### config.mk
export PLATFORM = sky130hd
export DESIGN_NAME = aesKeyExpand_flat
export DESIGN_NICKNAME = d
export VERILOG_FILES = /design/src/hw/aesPkg.sv /design/src/hw/aesStepIf.sv /design/src/hw/aesSBox.sv /design/src/hw/aesKeyExpand.sv /design/src/flat_wrapper.sv
export SDC_FILE = /design/constraint.sdc
export NUM_CORES = 2
export LEC_CHECK = 0
export BUFFER_PORTS_ARGS = -buffer_cell sky130_fd_sc_hd__buf_2
export CAP_MARGIN = 25
export CORE_MARGIN = 2
export CORE_UTILIZATION = 59
export CTS_CLUSTER_DIAMETER = 120
export DETAILED_ROUTE_END_ITERATION = 10
export PLACE_DENSITY = 0.77
export RECOVER_POWER = 100
export SLEW_MARGIN = 20
export SYNTH_ARGS = -nofsm -noshare
export SYNTH_HDL_FRONTEND = slang
export SYNTH_SLANG_ARGS = --single-unit
### constraint.sdc
create_clock -name clk -period 29.1 [get_ports clk]
set_input_delay 4.365 -clock clk [delete_from_list [all_inputs] [get_ports clk]]
set_output_delay 4.365 -clock clk [all_outputs]
set_load 0.02 [all_outputs]
### src/hw/aesPkg.sv
// AES-128 shared definitions
// Block, word and byte types, round constants, controller states
// and the GF(2^8) doubling used by S-box, MixColumns and Rcon

package aesPkg;

    // Data widths
    typedef logic [7:0]   aesByteT;
    typedef logic [31:0]  aesWordT;
    typedef logic [127:0] aesBlockT;
    typedef logic [3:0]   roundCntT;

    // AES-128 round count and first round constant
    localparam roundCntT NUM_ROUNDS = 4'd10;
    localparam aesByteT  RCON_INIT  = 8'h01;

    // Controller states
    typedef enum logic [1:0] {
        IDLE,
        RUN,
        DONE
    } aesStateE;

    // Multiply by x modulo x^8 + x^4 + x^3 + x + 1
    function automatic aesByteT xtime(input aesByteT b);
        return {b[6:0], 1'b0} ^ (b[7] ? 8'h1b : 8'h00);
    endfunction

endpackage

### src/hw/aesStepIf.sv
// AES round step interface
// Carries load/step control from the controller and the current
// round key from the key schedule to the round datapath

`timescale 1ns/1ns

interface aesStepIf
    import aesPkg::*;
    ();

    logic     load;
    logic     step;
    logic     finalRound;
    aesBlockT roundKey;

    modport ctrl     (output load, output step, output finalRound);
    modport keySched (input load, input step, output roundKey);
    modport round    (input load, input step, input finalRound, input roundKey);

endinterface

### src/hw/aesSBox.sv
// AES forward S-box
// Inverse in GF(2^8) by raising to the power 254, then the affine
// transform with constant 63. Purely combinational

`timescale 1ns/1ns

module aesSBox
    import aesPkg::*;
(
    input  aesByteT inData,
    output aesByteT outData
);

    // Shift-and-add multiply in GF(2^8)
    function automatic aesByteT gfMul(input aesByteT a, input aesByteT b);
        aesByteT acc;
        aesByteT sh;
        acc = '0;
        sh  = a;
        for (int i = 0; i < 8; i++)
        begin
            if (b[i])
                acc ^= sh;
            sh = xtime(sh);
        end
        return acc;
    endfunction

    aesByteT pow3, pow7, pow15, pow31, pow63, pow127, inv;

    // 254 = 0b11111110, square-and-multiply chain
    // zero stays zero through every step
    assign pow3   = gfMul(gfMul(inData, inData), inData);
    assign pow7   = gfMul(gfMul(pow3, pow3), inData);
    assign pow15  = gfMul(gfMul(pow7, pow7), inData);
    assign pow31  = gfMul(gfMul(pow15, pow15), inData);
    assign pow63  = gfMul(gfMul(pow31, pow31), inData);
    assign pow127 = gfMul(gfMul(pow63, pow63), inData);
    assign inv    = gfMul(pow127, pow127);

    // Affine transform as a sum of left rotations
    assign outData = inv
                   ^ {inv[6:0], inv[7]}
                   ^ {inv[5:0], inv[7:6]}
                   ^ {inv[4:0], inv[7:5]}
                   ^ {inv[3:0], inv[7:4]}
                   ^ 8'h63;

endmodule

### src/hw/aesKeyExpand.sv
// AES-128 key schedule
// Iterative expansion, one round key per step. The key for the
// step being taken is presented combinationally on roundKey

`timescale 1ns/1ns

module aesKeyExpand
    import aesPkg::*;
(
    input  logic     clk,
    input  logic     rstN,
    input  aesBlockT cipherKey,
    aesStepIf.keySched stepIf
);

    aesBlockT keyReg;
    aesByteT  rcon;
    aesWordT  rotWord;
    aesWordT  subWord;
    aesWordT  temp;
    aesWordT  w0, w1, w2, w3;
    aesWordT  n0, n1, n2, n3;

    // ------------------------------------------------------------------
    // Next round key
    // ------------------------------------------------------------------
    assign {w0, w1, w2, w3} = keyReg;
    assign rotWord = {w3[23:0], w3[31:24]};

    for (genvar i = 0; i < 4; i++)
    begin : gSubWord
        aesSBox aesSBox_inst (
            .inData  (rotWord[31-8*i -: 8]),
            .outData (subWord[31-8*i -: 8])
        );
    end

    assign temp = subWord ^ {rcon, 24'h000000};

    // XOR chain across the four words
    assign n0 = w0 ^ temp;
    assign n1 = w1 ^ n0;
    assign n2 = w2 ^ n1;
    assign n3 = w3 ^ n2;

    assign stepIf.roundKey = {n0, n1, n2, n3};

    // ------------------------------------------------------------------
    // Registers
    // ------------------------------------------------------------------
    always_ff @(posedge clk or negedge rstN)
    begin
        if (!rstN)
            rcon <= RCON_INIT;
        else if (stepIf.load)
            rcon <= RCON_INIT;
        else if (stepIf.step)
            rcon <= xtime(rcon);
    end

    always_ff @(posedge clk)
    begin
        if (stepIf.load)
            keyReg <= cipherKey;
        else if (stepIf.step)
            keyReg <= stepIf.roundKey;
    end

endmodule

### src/flat_wrapper.sv
// flat-port wrapper written by rule: the top's interface ports become plain ports
module aesKeyExpand_flat import aesPkg::*;
  (clk, rstN, cipherKey, stepIf_load, stepIf_step, stepIf_roundKey);
  aesStepIf stepIf_i ();
  input  logic clk;
  input  logic rstN;
  input  aesBlockT cipherKey;
  input wire logic [$bits(stepIf_i.load)-1:0] stepIf_load;
  input wire logic [$bits(stepIf_i.step)-1:0] stepIf_step;
  output wire logic [$bits(stepIf_i.roundKey)-1:0] stepIf_roundKey;
  assign stepIf_i.load = stepIf_load;
  assign stepIf_i.step = stepIf_step;
  assign stepIf_roundKey = stepIf_i.roundKey;
  aesKeyExpand u_core (.clk(clk), .rstN(rstN), .cipherKey(cipherKey), .stepIf(stepIf_i));
endmodule
==> summary.md <==
| Metric | Value |
|---|---|
| Outcome | complete, but fails checks |
| Failing checks | capacitance limit, slew limit |
| Worst path depth | 76 |
| Crit path DAT | 23.82 ns |
| Vias | 57.4k |
| Area post-placement | 0.0671 sq mm |
| Largest net degree at the start of global routing | 100 |
| CTS tree | yes |
| Net Count, Synth | 7,759 |
| Final hold violation count | 0 |
| Post-DRT Antenna Nets | 0 |
| Hold Path Class | reg2reg |
| Final Non-Filler Cells | 9,114 |
| Global route overflow | 0 |
| Post-DP HPWL | 139,000 microns |
| Synth async-reset ratio | 5.88% |
| Endpoint of the most critical register-to-register path | u_core.keyReg[13]$_DFFE_PP_ |
| CP Launch Type | register |
| Port bufs | 259 |
| # clock sinks | 136 |
| # rows | 121 |
| DRC violations left | 0 |
| CP Max Fanout | 15 |
| First DRT Iteration DRCs | 6,627 |
| Worst-margin pin slew | 5.07 ns |
| Max-slew violation count | 231 |
| Cell area after layout | 0.0696 sq mm |
| DIE HEIGHT | 335 microns |
| Clock Latency Late Sink | 0.50 ns |
| Filler cells | 9,023 |
| Total Die Area | 0.112 sq mm |
| CP required | 24.73 ns |
| Register area | 0.00405 sq mm |
| Core area | 0.109 sq mm |
| CP delay by family, top | XOR/XNOR gates |
| Cell mode on critical path | xnor2_1 |
| Commonest non-fill, non-tap cell in the layout | xnor2_1 |
| Clk buf depth | 2 |
| Critical Path End Type | primary output |
| Distinct cells, synth | 125 |
| H-tree Lvls | 4 |
| Reg2reg path depth | 76 |
| Max cap viols | 3 |
| Cell taking the most area after synthesis | xnor2_1 |
| Prevailing post-synth register cell | edfxtp_1 |
| Die width | 335 microns |
| Fmax | 0.0355 GHz |
| Final setup vio count | 0 |
| Post-synth EDFFs | 128 |
| IO Pins | 260 |
| WL/cell | 21.3 microns |
| Slew HR | -238% |
| Sequential area share after synthesis | 6.27% |
| Nets@finish | 7,845 |
| Mapped Area | 0.0645 sq mm |
| CP bufs+invs | 9 |
| Footprint of the multi-input gates | 0.0585 sq mm |
| Antenna violations before repair | 3 |
| Top-area cell type share of the netlist area | 18.4% |
| R2r startpoint | u_core.keyReg[0]$_DFFE_PP_ |
| Critical-path top delay cell | xnor2_1 |
| Crit path capture | stepIf_roundKey[13] |
| Post-synthesis cell count | 7,599 |
| Period utilization | 96.9% |
| Num CTS Buffers | 17 |
| Root Buffer | clkbuf_16 |
| Initial Util | 59.3% |
| Share of layout cells above drive strength 1 | 15.5% |
| Post-layout min period | 28.19 ns |
| Placed Instances | 8,989 |
| Commonest cells after routing, fill and taps aside | xnor2_1 (1,300), nand2_1 (1,034), nor2_1 (641) |
| Mapped Avg Cell Area | 8.49 sq um |
| Ranking of synthesized cells by area | xnor2_1 (18%), xnor3_1 (16%), xor2_1 (8.1%) |
| #FFs+latches synth | 136 |
| All-Layer GR Usage | 33.0% |
| Flop2flop setup slack | 5.50 ns |
| Synth warnings | 0 |
| Routability congestion estimate from global placement | 0.973 |
| Vias/cell | 6.30 |
| Vias in the first global route | 53.2k |
| Clock-pin slew on the worst setup and hold paths | 0.08 ns |
| Crit path kind | reg2out |
| CP max stage delay | 0.80 ns |
| Pre-antenna DRT Iters | 7 |
| Worst setup path start | u_core.keyReg[0]$_DFFE_PP_ |
| First-pass GRT wire length | 299,000 microns |
| Final wirelength | 194,000 microns |
| Clk_skew | 0.0272 ns |
| Area growth from synthesis to layout | 7.88% |
cell usage after synthesis, types with 23 or more instances:
cell type / instances
nor2b_1: 71
buf_4: 50
nand3_1: 144
xnor2_2: 101
xnor2_1: 1355
o21ai_0: 254
a31oi_1: 34
o211ai_1: 55
xor2_2: 44
mux2_2: 134
a221oi_1: 44
clkbuf_1: 264
nor3b_1: 24
nor2_1: 643
a21oi_1: 258
xnor3_2: 29
xnor3_1: 462
o22ai_1: 54
nand4_1: 23
ha_1: 28
or3_1: 32
nand2_1: 1034
a211oi_1: 58
nand2b_1: 92
a222oi_1: 35
a22oi_1: 103
and3_1: 51
and2_1: 56
xor3_1: 84
xor2_1: 595
buf_2: 157
edfxtp_1: 128
inv_1: 103
mux2i_1: 228
nor3_1: 127
buf_1: 57
stage by stage:
stage	utilization (%)	setup TNS, ns	hold WS [ns]	worst slack, ns
2_1_floorplan	-	0	0.528	2.02
3_3_place_gp	61.7	-1.56	0.549	-0.393
3_5_place_dp	61.8	-2.25	0.559	-0.520
6_report	64.0	0	0.585	0.911
5_1_grt	64.0	-0.751	0.620	-0.136
4_1_cts	62.6	0	0.582	0.0384
tightest hold or removal path: stages (launching register included):
cell and delay [ns]:
dfrtp_1 0.39, mux2i_1 0.08, nor2_1 0.08
registers in the layout, indices dropped and copies added (netlist names):
| name | count |
|---|---|
| u_core.rcon | 8 |
| u_core.keyReg | 128 |
worst min path at each step:
| stage | from | endpoint | slack, ns | depth (start not counted) |
|---|---|---|---|---|
| after global placement | u_core.rcon[6]$_DFFE_PN0P_ | u_core.rcon[6]$_DFFE_PN0P_ | 0.55 | 2 |
| after CTS | u_core.rcon[5]$_DFFE_PN0P_ | u_core.rcon[5]$_DFFE_PN0P_ | 0.58 | 2 |
| final | u_core.rcon[5]$_DFFE_PN0P_ | u_core.rcon[5]$_DFFE_PN0P_ | 0.59 | 2 |
| after global routing | u_core.rcon[6]$_DFFE_PN0P_ | u_core.rcon[7]$_DFFE_PN0P_ | 0.62 | 2 |
| after floorplan | u_core.rcon[5]$_DFFE_PN0P_ | u_core.rcon[5]$_DFFE_PN0P_ | 0.53 | 2 |
| after detailed placement | u_core.rcon[5]$_DFFE_PN0P_ | u_core.rcon[5]$_DFFE_PN0P_ | 0.56 | 2 |
metal layers:
layer / share of wire [%] / vias to the layer above / global-route usage, %
li1: - / 26400 / -
met1: 41 / 27600 / 45.4
met2: 46 / 3043 / 53.1
met3: 9.8 / 448 / 5.20
met4: 3.0 / 2 / 10.2
met5: 0.0057 / - / 0
cells by family (layout without fill, tap and decap cells):
kind of cell	Yosys count	count (layout)	share of synthesized area, %
xor gates and xnor gates	2707	2708	52.0
and+or+nand+nor	2421	2421	16.8
AOI/OAI and AO/OA	1256	1256	13.6
buffers and inverters	671	769	4.61
muxes	380	380	6.28
DFF	136	136	6.27
adders and majority gates	28	28	0.543
other	0	2	0
timing repair:
item                                    in CTS  in global routing
buffers inserted                            10                 77
pin swaps                                    0                 24
gates resized for setup                     31                125
endpoints found under the setup margin      79                128
hold buffers                                 0                  0
cloned                                       0                  3
area by class of cell:
| type | count | area share, % |
|---|---|---|
| multi-input cells | 6793 | 84.1 |
| repair buffers | 606 | 5.89 |
| flip-flops and latches | 136 | 5.81 |
| well taps | 1414 | 2.54 |
| inverters | 131 | 0.707 |
| clock buffers | 17 | 0.611 |
| clock inverters | 15 | 0.297 |
| diodes | 2 | 0.00719 |
Power is left out: the tool's default activity adds up to more than one toggle a clock period on the data nets, which glitch-free logic cannot reach.
