$ cat src/hw/aesPkg.sv
// AES-128 shared definitions
// Block, word and byte types, round constants, controller states
// and the GF(2^8) doubling used by S-box, MixColumns and Rcon

package aesPkg;

    // Data widths
    typedef logic [7:0]   aesByteT;
    typedef logic [31:0]  aesWordT;
    typedef logic [127:0] aesBlockT;
    typedef logic [3:0]   roundCntT;

    // AES-128 round count and first round constant
    localparam roundCntT NUM_ROUNDS = 4'd10;
    localparam aesByteT  RCON_INIT  = 8'h01;

    // Controller states
    typedef enum logic [1:0] {
        IDLE,
        RUN,
        DONE
    } aesStateE;

    // Multiply by x modulo x^8 + x^4 + x^3 + x + 1
    function automatic aesByteT xtime(input aesByteT b);
        return {b[6:0], 1'b0} ^ (b[7] ? 8'h1b : 8'h00);
    endfunction

endpackage

$ cat src/hw/aesStepIf.sv
// AES round step interface
// Carries load/step control from the controller and the current
// round key from the key schedule to the round datapath

`timescale 1ns/1ns

interface aesStepIf
    import aesPkg::*;
    ();

    logic     load;
    logic     step;
    logic     finalRound;
    aesBlockT roundKey;

    modport ctrl     (output load, output step, output finalRound);
    modport keySched (input load, input step, output roundKey);
    modport round    (input load, input step, input finalRound, input roundKey);

endinterface

$ cat src/hw/aesCtrl.sv
// AES-128 controller
// Turns the four-phase req/ack handshake into one load pulse and
// ten round steps, then holds ack until req falls

`timescale 1ns/1ns

module aesCtrl
    import aesPkg::*;
(
    input  logic   clk,
    input  logic   rstN,
    input  logic   req,
    output logic   ack,
    aesStepIf.ctrl stepIf
);

    aesStateE curState;
    roundCntT roundCnt;

    // ------------------------------------------------------------------
    // Step control
    // ------------------------------------------------------------------
    // Load on the edge that sees req in IDLE
    assign stepIf.load       = (curState == IDLE) && req;
    assign stepIf.step       = (curState == RUN);
    assign stepIf.finalRound = (curState == RUN) && (roundCnt == NUM_ROUNDS);

    // ------------------------------------------------------------------
    // State machine
    // ------------------------------------------------------------------
    always_ff @(posedge clk or negedge rstN)
    begin
        if (!rstN)
        begin
            curState <= IDLE;
            roundCnt <= '0;
            ack      <= 1'b0;
        end
        else
        begin
            case (curState)
                IDLE:
                begin
                    if (req)
                    begin
                        curState <= RUN;
                        roundCnt <= roundCntT'(1);
                    end
                end
                RUN:
                begin
                    roundCnt <= roundCnt + roundCntT'(1);
                    // Last round written on this edge
                    if (roundCnt == NUM_ROUNDS)
                    begin
                        curState <= DONE;
                        ack      <= 1'b1;
                    end
                end
                DONE:
                begin
                    if (!req)
                    begin
                        curState <= IDLE;
                        ack      <= 1'b0;
                    end
                end
                default:
                begin
                    curState <= IDLE;
                    ack      <= 1'b0;
                end
            endcase
        end
    end

endmodule

$ cat src/flat_wrapper.sv
// flat-port wrapper written by rule: the top's interface ports become plain ports
module aesCtrl_flat import aesPkg::*;
  (clk, rstN, req, ack, stepIf_load, stepIf_step, stepIf_finalRound);
  aesStepIf stepIf_i ();
  input  logic clk;
  input  logic rstN;
  input  logic req;
  output logic ack;
  output wire logic [$bits(stepIf_i.load)-1:0] stepIf_load;
  output wire logic [$bits(stepIf_i.step)-1:0] stepIf_step;
  output wire logic [$bits(stepIf_i.finalRound)-1:0] stepIf_finalRound;
  assign stepIf_load = stepIf_i.load;
  assign stepIf_step = stepIf_i.step;
  assign stepIf_finalRound = stepIf_i.finalRound;
  aesCtrl u_core (.clk(clk), .rstN(rstN), .req(req), .ack(ack), .stepIf(stepIf_i));
endmodule
$ cat config.mk
export PLATFORM = sky130hd
export DESIGN_NAME = aesCtrl_flat
export DESIGN_NICKNAME = d
export VERILOG_FILES = /design/src/hw/aesPkg.sv /design/src/hw/aesStepIf.sv /design/src/hw/aesCtrl.sv /design/src/flat_wrapper.sv
export SDC_FILE = /design/constraint.sdc
export NUM_CORES = 1
export LEC_CHECK = 0
export BUFFER_PORTS_ARGS = -buffer_cell sky130_fd_sc_hd__buf_2
export CORE_AREA = 2 2 39 41
export CTS_CLUSTER_SIZE = 25
export DETAILED_ROUTE_END_ITERATION = 10
export DIE_AREA = 0 0 41 43
export GPL_TIMING_DRIVEN = 0
export RECOVER_POWER = 100
export SKIP_CTS_REPAIR_TIMING = 1
export SLEW_MARGIN = 20
export SYNTH_ARGS = -nofsm -noshare
export SYNTH_HDL_FRONTEND = slang
export SYNTH_SLANG_ARGS = --single-unit
$ cat constraint.sdc
create_clock -name clk -period 1.3 [get_ports clk]
set_input_delay 0 -clock clk [delete_from_list [all_inputs] [get_ports clk]]
set_output_delay 0 -clock clk [all_outputs]
set_load 0.1 [all_outputs]
==> summary.txt, run 1 <==
Vias per Instance: 4.57
final WL: 620 µm
CTS tree: built
slowest CP cell: dfrtp_2
final slew viol count: 0
cell count after synthesis: 33
DR pass1 iterations: 1
Hold Crit Endpoint: u_core.curState[1]
Reg2Reg Depth: 6
CP top delay family: flip-flops
FF+latch count, synth: 7
post-synthesis sequential area ratio: 49.8%
Slew Limit Headroom: 64.0%
chip width: 41 µm
CTS buffer count: 3
DIE HEIGHT: 43 µm
failing checks: setup timing
placed cells: 55
number of nets with antenna violations after routing: 0
Fmax: 711 MHz
worst-path cell chain: or3b_4 -> clkinvlp_4 -> buf_12
Clock Latency Late Sink: 0.25 ns
RSZ-0062 raised after global routing: yes
Die ar.: 1760 µm²
Non-Filler Instances: 63
Worst Hold Class: in2reg
largest net degree at the start of global routing: 8
final hold vios: 0
Yosys cell types: 19
CP Data Required Time: 1.30 ns
GRT Util Overall: 8.09%
Register Area: 176 µm²
Post-route DRC: 0
Mean Syn Cell Area: 10.7 µm²
r2r setup slk: 0.09 ns
standard cell core area: 1380 µm²
# H-tree levels: 1
WS Path Type: reg2out
area of the mapped netlist: 352 µm²
Reg2Reg Capture Point: u_core.curState[1]
Post-synth ARST share: 100%
CP max FO: 6
Post-synth EDFFs: 0
RD Place Congestion: 0.594
DR WL/cell: 9.84 µm
Buf/Inv on CP: 2
Port Buffers: 6
final worst path period share: 108%
Net Count, Synth: 38
clk_skew: 0.00600 ns
Starting Density: 25.4%
Congestion Overflow GR: 0
Setup Viol. Count Final: 2
clock slew seen by the registers of the worst setup and hold paths: 0.06 ns
worst slew pin tran: 0.542 ns
hold path depth: 3
Critical Path AT: 1.41 ns
area added between synthesis and finish: 42.7%
share of cells above drive strength 1: 36.2%
antenna violations before repair: 0
footprint of the multi-input gates: 166 µm²
dpl hpwl: 450 µm
# diodes: 0
crit end category: output port
Crit Reg-Reg Startpoint: u_core.roundCnt[0]
post-route setup slack: -0.106 ns
hold path start: req
most frequent cells in the layout: dfrtp_1 (6), clkbuf_4 (4), inv_1 (3), nand2_1 (3), buf_4 (3)
fill count: 142
CP Launch Type: register
status: complete, but fails checks
final worst path period need: 1.41 ns
CTS max path bufs: 2
Max stage delay on crit path: 0.45 ns
Primary FF master, synth: dfrtp_1
Vias: 288
Num Clock Sinks: 7
vias in the first global route: 222
commonest non-fill, non-tap cell in the layout: dfrtp_1
first-pass GRT wire length: 869 µm
clock root buffer: clkbuf_4
FP Rows: 14
synth warn: 0
Starting DRT DRC Count: 0
Max-cap violations: 0
nets@finish: 53
I/O pin count: 7
sequential cells by signal, summed over array words and instances, names as in the netlist:
signal,count
u_core.ack,1
u_core.roundCnt,4
u_core.curState,2
cell usage after synthesis (2+ instances only):
master	number	area, µm²
o21ai_1	2	10.0
o21bai_1	2	15.0
dfrtp_1	7	175
nand2_1	4	15.0
inv_1	3	11.3
ha_1	2	25.0
area by class of cell:
type,instances,share of cell area [%]
clock buffer,4,5.24
inverter,4,3.74
multi-input combinational,22,33.2
sequential,7,35.2
tap,16,3.99
timing repair buffer,10,18.7
through the flow:
| stage | cell area, µm² | TNS, ns | setup slack [ns] | utilization, % | hold WS [ns] |
|---|---|---|---|---|---|
| 6_report | 502 | -0.175 | -0.106 | 36.3 | 0.0536 |
| 5_1_grt | 502 | -0.307 | -0.149 | 36.3 | 0.0708 |
| 4_1_cts | 435 | -0.735 | -0.388 | 31.5 | -0.431 |
| 3_5_place_dp | 409 | -0.130 | -0.107 | 29.6 | -0.156 |
| 3_3_place_gp | 409 | -0.109 | -0.102 | 29.6 | -0.157 |
| 2_1_floorplan | 359 | -1.04 | -0.432 | - | -0.296 |
per-layer routing:
metal,up-vias,GRT usage [%],routed length (µm)
li1,143,-,-
met1,134,9.21,282
met2,7,9.69,286
met3,4,3.14,24
met4,0,10.0,25
met5,-,0,0
worst max path at each step:
stage | start | to | cells after the start
after floorplan | u_core.roundCnt[0] | u_core.curState[1] | 5
after global placement | u_core.curState[0] | stepIf_load | 3
after detailed placement | u_core.curState[0] | stepIf_load | 3
after CTS | u_core.curState[0] | stepIf_load | 3
after global routing | u_core.roundCnt[0] | stepIf_finalRound | 5
final | u_core.curState[0] | stepIf_load | 3
worst reg2reg max path, cell delays in order, from the launching register on:
cell and delay, ns:
dfrtp_1 0.41, inv_1 0.07, ha_1 0.15, nand2_2 0.07
nor3_4 0.20, buf_4 0.15, o21bai_1 0.09
kinds of logic (layout without fill, tap and decap cells):
logic type | after synthesis | count (layout) | synth area share [%]
and+or+nand+nor | 12 | 12 | 23.5
AOI/OAI and AO/OA | 7 | 7 | 12.5
DFF | 7 | 7 | 49.8
buffers and inverters | 4 | 18 | 4.27
adders and majority gates | 2 | 2 | 7.12
muxes | 1 | 1 | 2.85
Power of run 1 is not shown: default switching activity piles up to over one toggle a cycle in this logic, so the estimate is an artifact.
==> inputs of run 2 (changes only) <==
--- a/config.mk
+++ b/config.mk
@@ -11,9 +11,9 @@
 export DETAILED_ROUTE_END_ITERATION = 10
 export DIE_AREA = 0 0 41 43
 export GPL_TIMING_DRIVEN = 0
+export PLACE_DENSITY = 0.53
 export RECOVER_POWER = 100
 export SKIP_CTS_REPAIR_TIMING = 1
-export SLEW_MARGIN = 20
 export SYNTH_ARGS = -nofsm -noshare
 export SYNTH_HDL_FRONTEND = slang
 export SYNTH_SLANG_ARGS = --single-unit
==> summary.txt, run 2 (synthesized netlist as in run 1, its figures left out) <==
status: complete, but fails checks
clk_skew: 0.00190 ns
vias in the first global route: 220
CTS tree: built
Worst Hold Class: in2reg
number of nets with antenna violations after routing: 0
FP Rows: 14
post-route setup slack: -0.139 ns
final WL: 710 µm
CTS buffer count: 3
dpl hpwl: 509 µm
most frequent cells in the layout: dfrtp_1 (6), clkbuf_4 (4), nand2_1 (3), buf_4 (3)
Post-route DRC: 0
# diodes: 0
clock root buffer: clkbuf_4
CP Launch Type: register
pre-CTS WS: -0.106 ns
first-pass GRT wire length: 1040 µm
Largest regs: u_core.roundCnt: 4 flops, u_core.curState: 2 flops, u_core.ack: 1 flops
final worst path period share: 111%
Fmax: 695 MHz
Top reg by flops: u_core.roundCnt
Vias: 280
area added between synthesis and finish: 44.1%
largest net degree at the start of global routing: 8
final worst path period need: 1.44 ns
I/O pin count: 7
worst hold margin: 0.0569 ns
share of cells above drive strength 1: 42.6%
clock slew seen by the registers of the worst setup and hold paths: 0.06 ns
met3 WL: 46 µm
crit end category: output port
hold path depth: 3
Reg2Reg Depth: 5
Die ar.: 1760 µm²
Vias per Instance: 4.44
antenna violations before repair: 0
WS Path Type: reg2out
worst-path cell chain: inv_1 -> ha_2 -> nand2_2 -> nor3_4 -> buf_12
failing checks: setup timing
Crit Reg-Reg Startpoint: u_core.roundCnt[0]
Reg2Reg Capture Point: u_core.ack
final slew viol count: 0
top layer in use: met3
Hold Crit Endpoint: u_core.ack
Slew Limit Headroom: 64.4%
post-layout util: 36.6%
max reg flops: 4
fill count: 147
slowest CP cell: dfrtp_1
r2r setup slk: 0.06 ns
hold path start: req
Setup Viol. Count Final: 2
Clock Latency Late Sink: 0.25 ns
commonest non-fill, non-tap cell in the layout: dfrtp_1
CTS max path bufs: 2
dpl cell area: 409 µm²
RD Place Congestion: 0.743
Starting Density: 25.4%
Congestion Overflow GR: 0
Starting DRT DRC Count: 1
Max stage delay on crit path: 0.39 ns
chip width: 41 µm
metal2 WL: 335 µm
Max-cap violations: 0
final hold vios: 0
CP Data Required Time: 1.30 ns
RSZ-0062 raised after global routing: yes
finished layout cell area: 507 µm²
standard cell core area: 1380 µm²
Port Buffers: 6
CP max FO: 3
GRT Util Overall: 9.53%
# H-tree levels: 1
DIE HEIGHT: 43 µm
DR pass1 iterations: 2
Num Clock Sinks: 7
worst slew pin tran: 0.537 ns
nets@finish: 53
wl on met1: 327 µm
DR WL/cell: 11.3 µm
Critical Path AT: 1.44 ns
## run 2: cell count changes in the layout (fill, tap and decap cells not counted)
cell	change
ha_2	+1
clkbuf_1	-1
inv_1	-1
clkinv_2	+2
ha_1	-1
## run 2: worst max-delay path by stage
| stage | endpoint | startpoint | slack [ns] | depth (start not counted) |
|---|---|---|---|---|
| floorplan | u_core.curState[1] | u_core.roundCnt[0] | -0.43 | 5 |
| global placement | stepIf_load | u_core.curState[0] | -0.11 | 3 |
| detailed placement | stepIf_load | u_core.curState[0] | -0.11 | 3 |
| CTS | stepIf_load | u_core.curState[0] | -0.39 | 3 |
| global route | stepIf_finalRound | u_core.roundCnt[0] | -0.20 | 5 |
| finish | stepIf_finalRound | u_core.roundCnt[0] | -0.14 | 5 |
## run 2: layout make-up
| cell class | instances | area, µm² | area share, % |
|---|---|---|---|
| Sequential cell | 7 | 176 | 34.8 |
| Multi-Input combinational cell | 22 | 169 | 33.3 |
| Timing Repair Buffer | 10 | 93.8 | 18.5 |
| Clock buffer | 3 | 22.5 | 4.44 |
| Inverter | 4 | 20.0 | 3.95 |
| Tap cell | 16 | 20.0 | 3.95 |
| Clock inverter | 1 | 5.00 | 0.988 |
## run 2: metrics by stage
stage	TNS, ns	cells
floorplan	-1.04	33
global placement	-0.112	55
detailed placement	-0.141	55
CTS	-0.754	59
global route	-0.386	63
finish	-0.241	63
## run 2: worst max-delay path: cells and delay by family, from the launching register on
kind	cells	cell delay [ns]
AND/OR/NAND/NOR	2	0.34
flip-flops	1	0.39
buffers and inverters	2	0.28
adder cells (fa/ha/maj)	1	0.17
## run 2: metal layers
metal / vias to the layer above / GRT usage, %
met5: - / 0
met4: 0 / 2.00
met3: 0 / 7.85
met2: 7 / 11.6
met1: 133 / 13.0
li1: 140 / -
Power of run 2 is left out for the same reason.
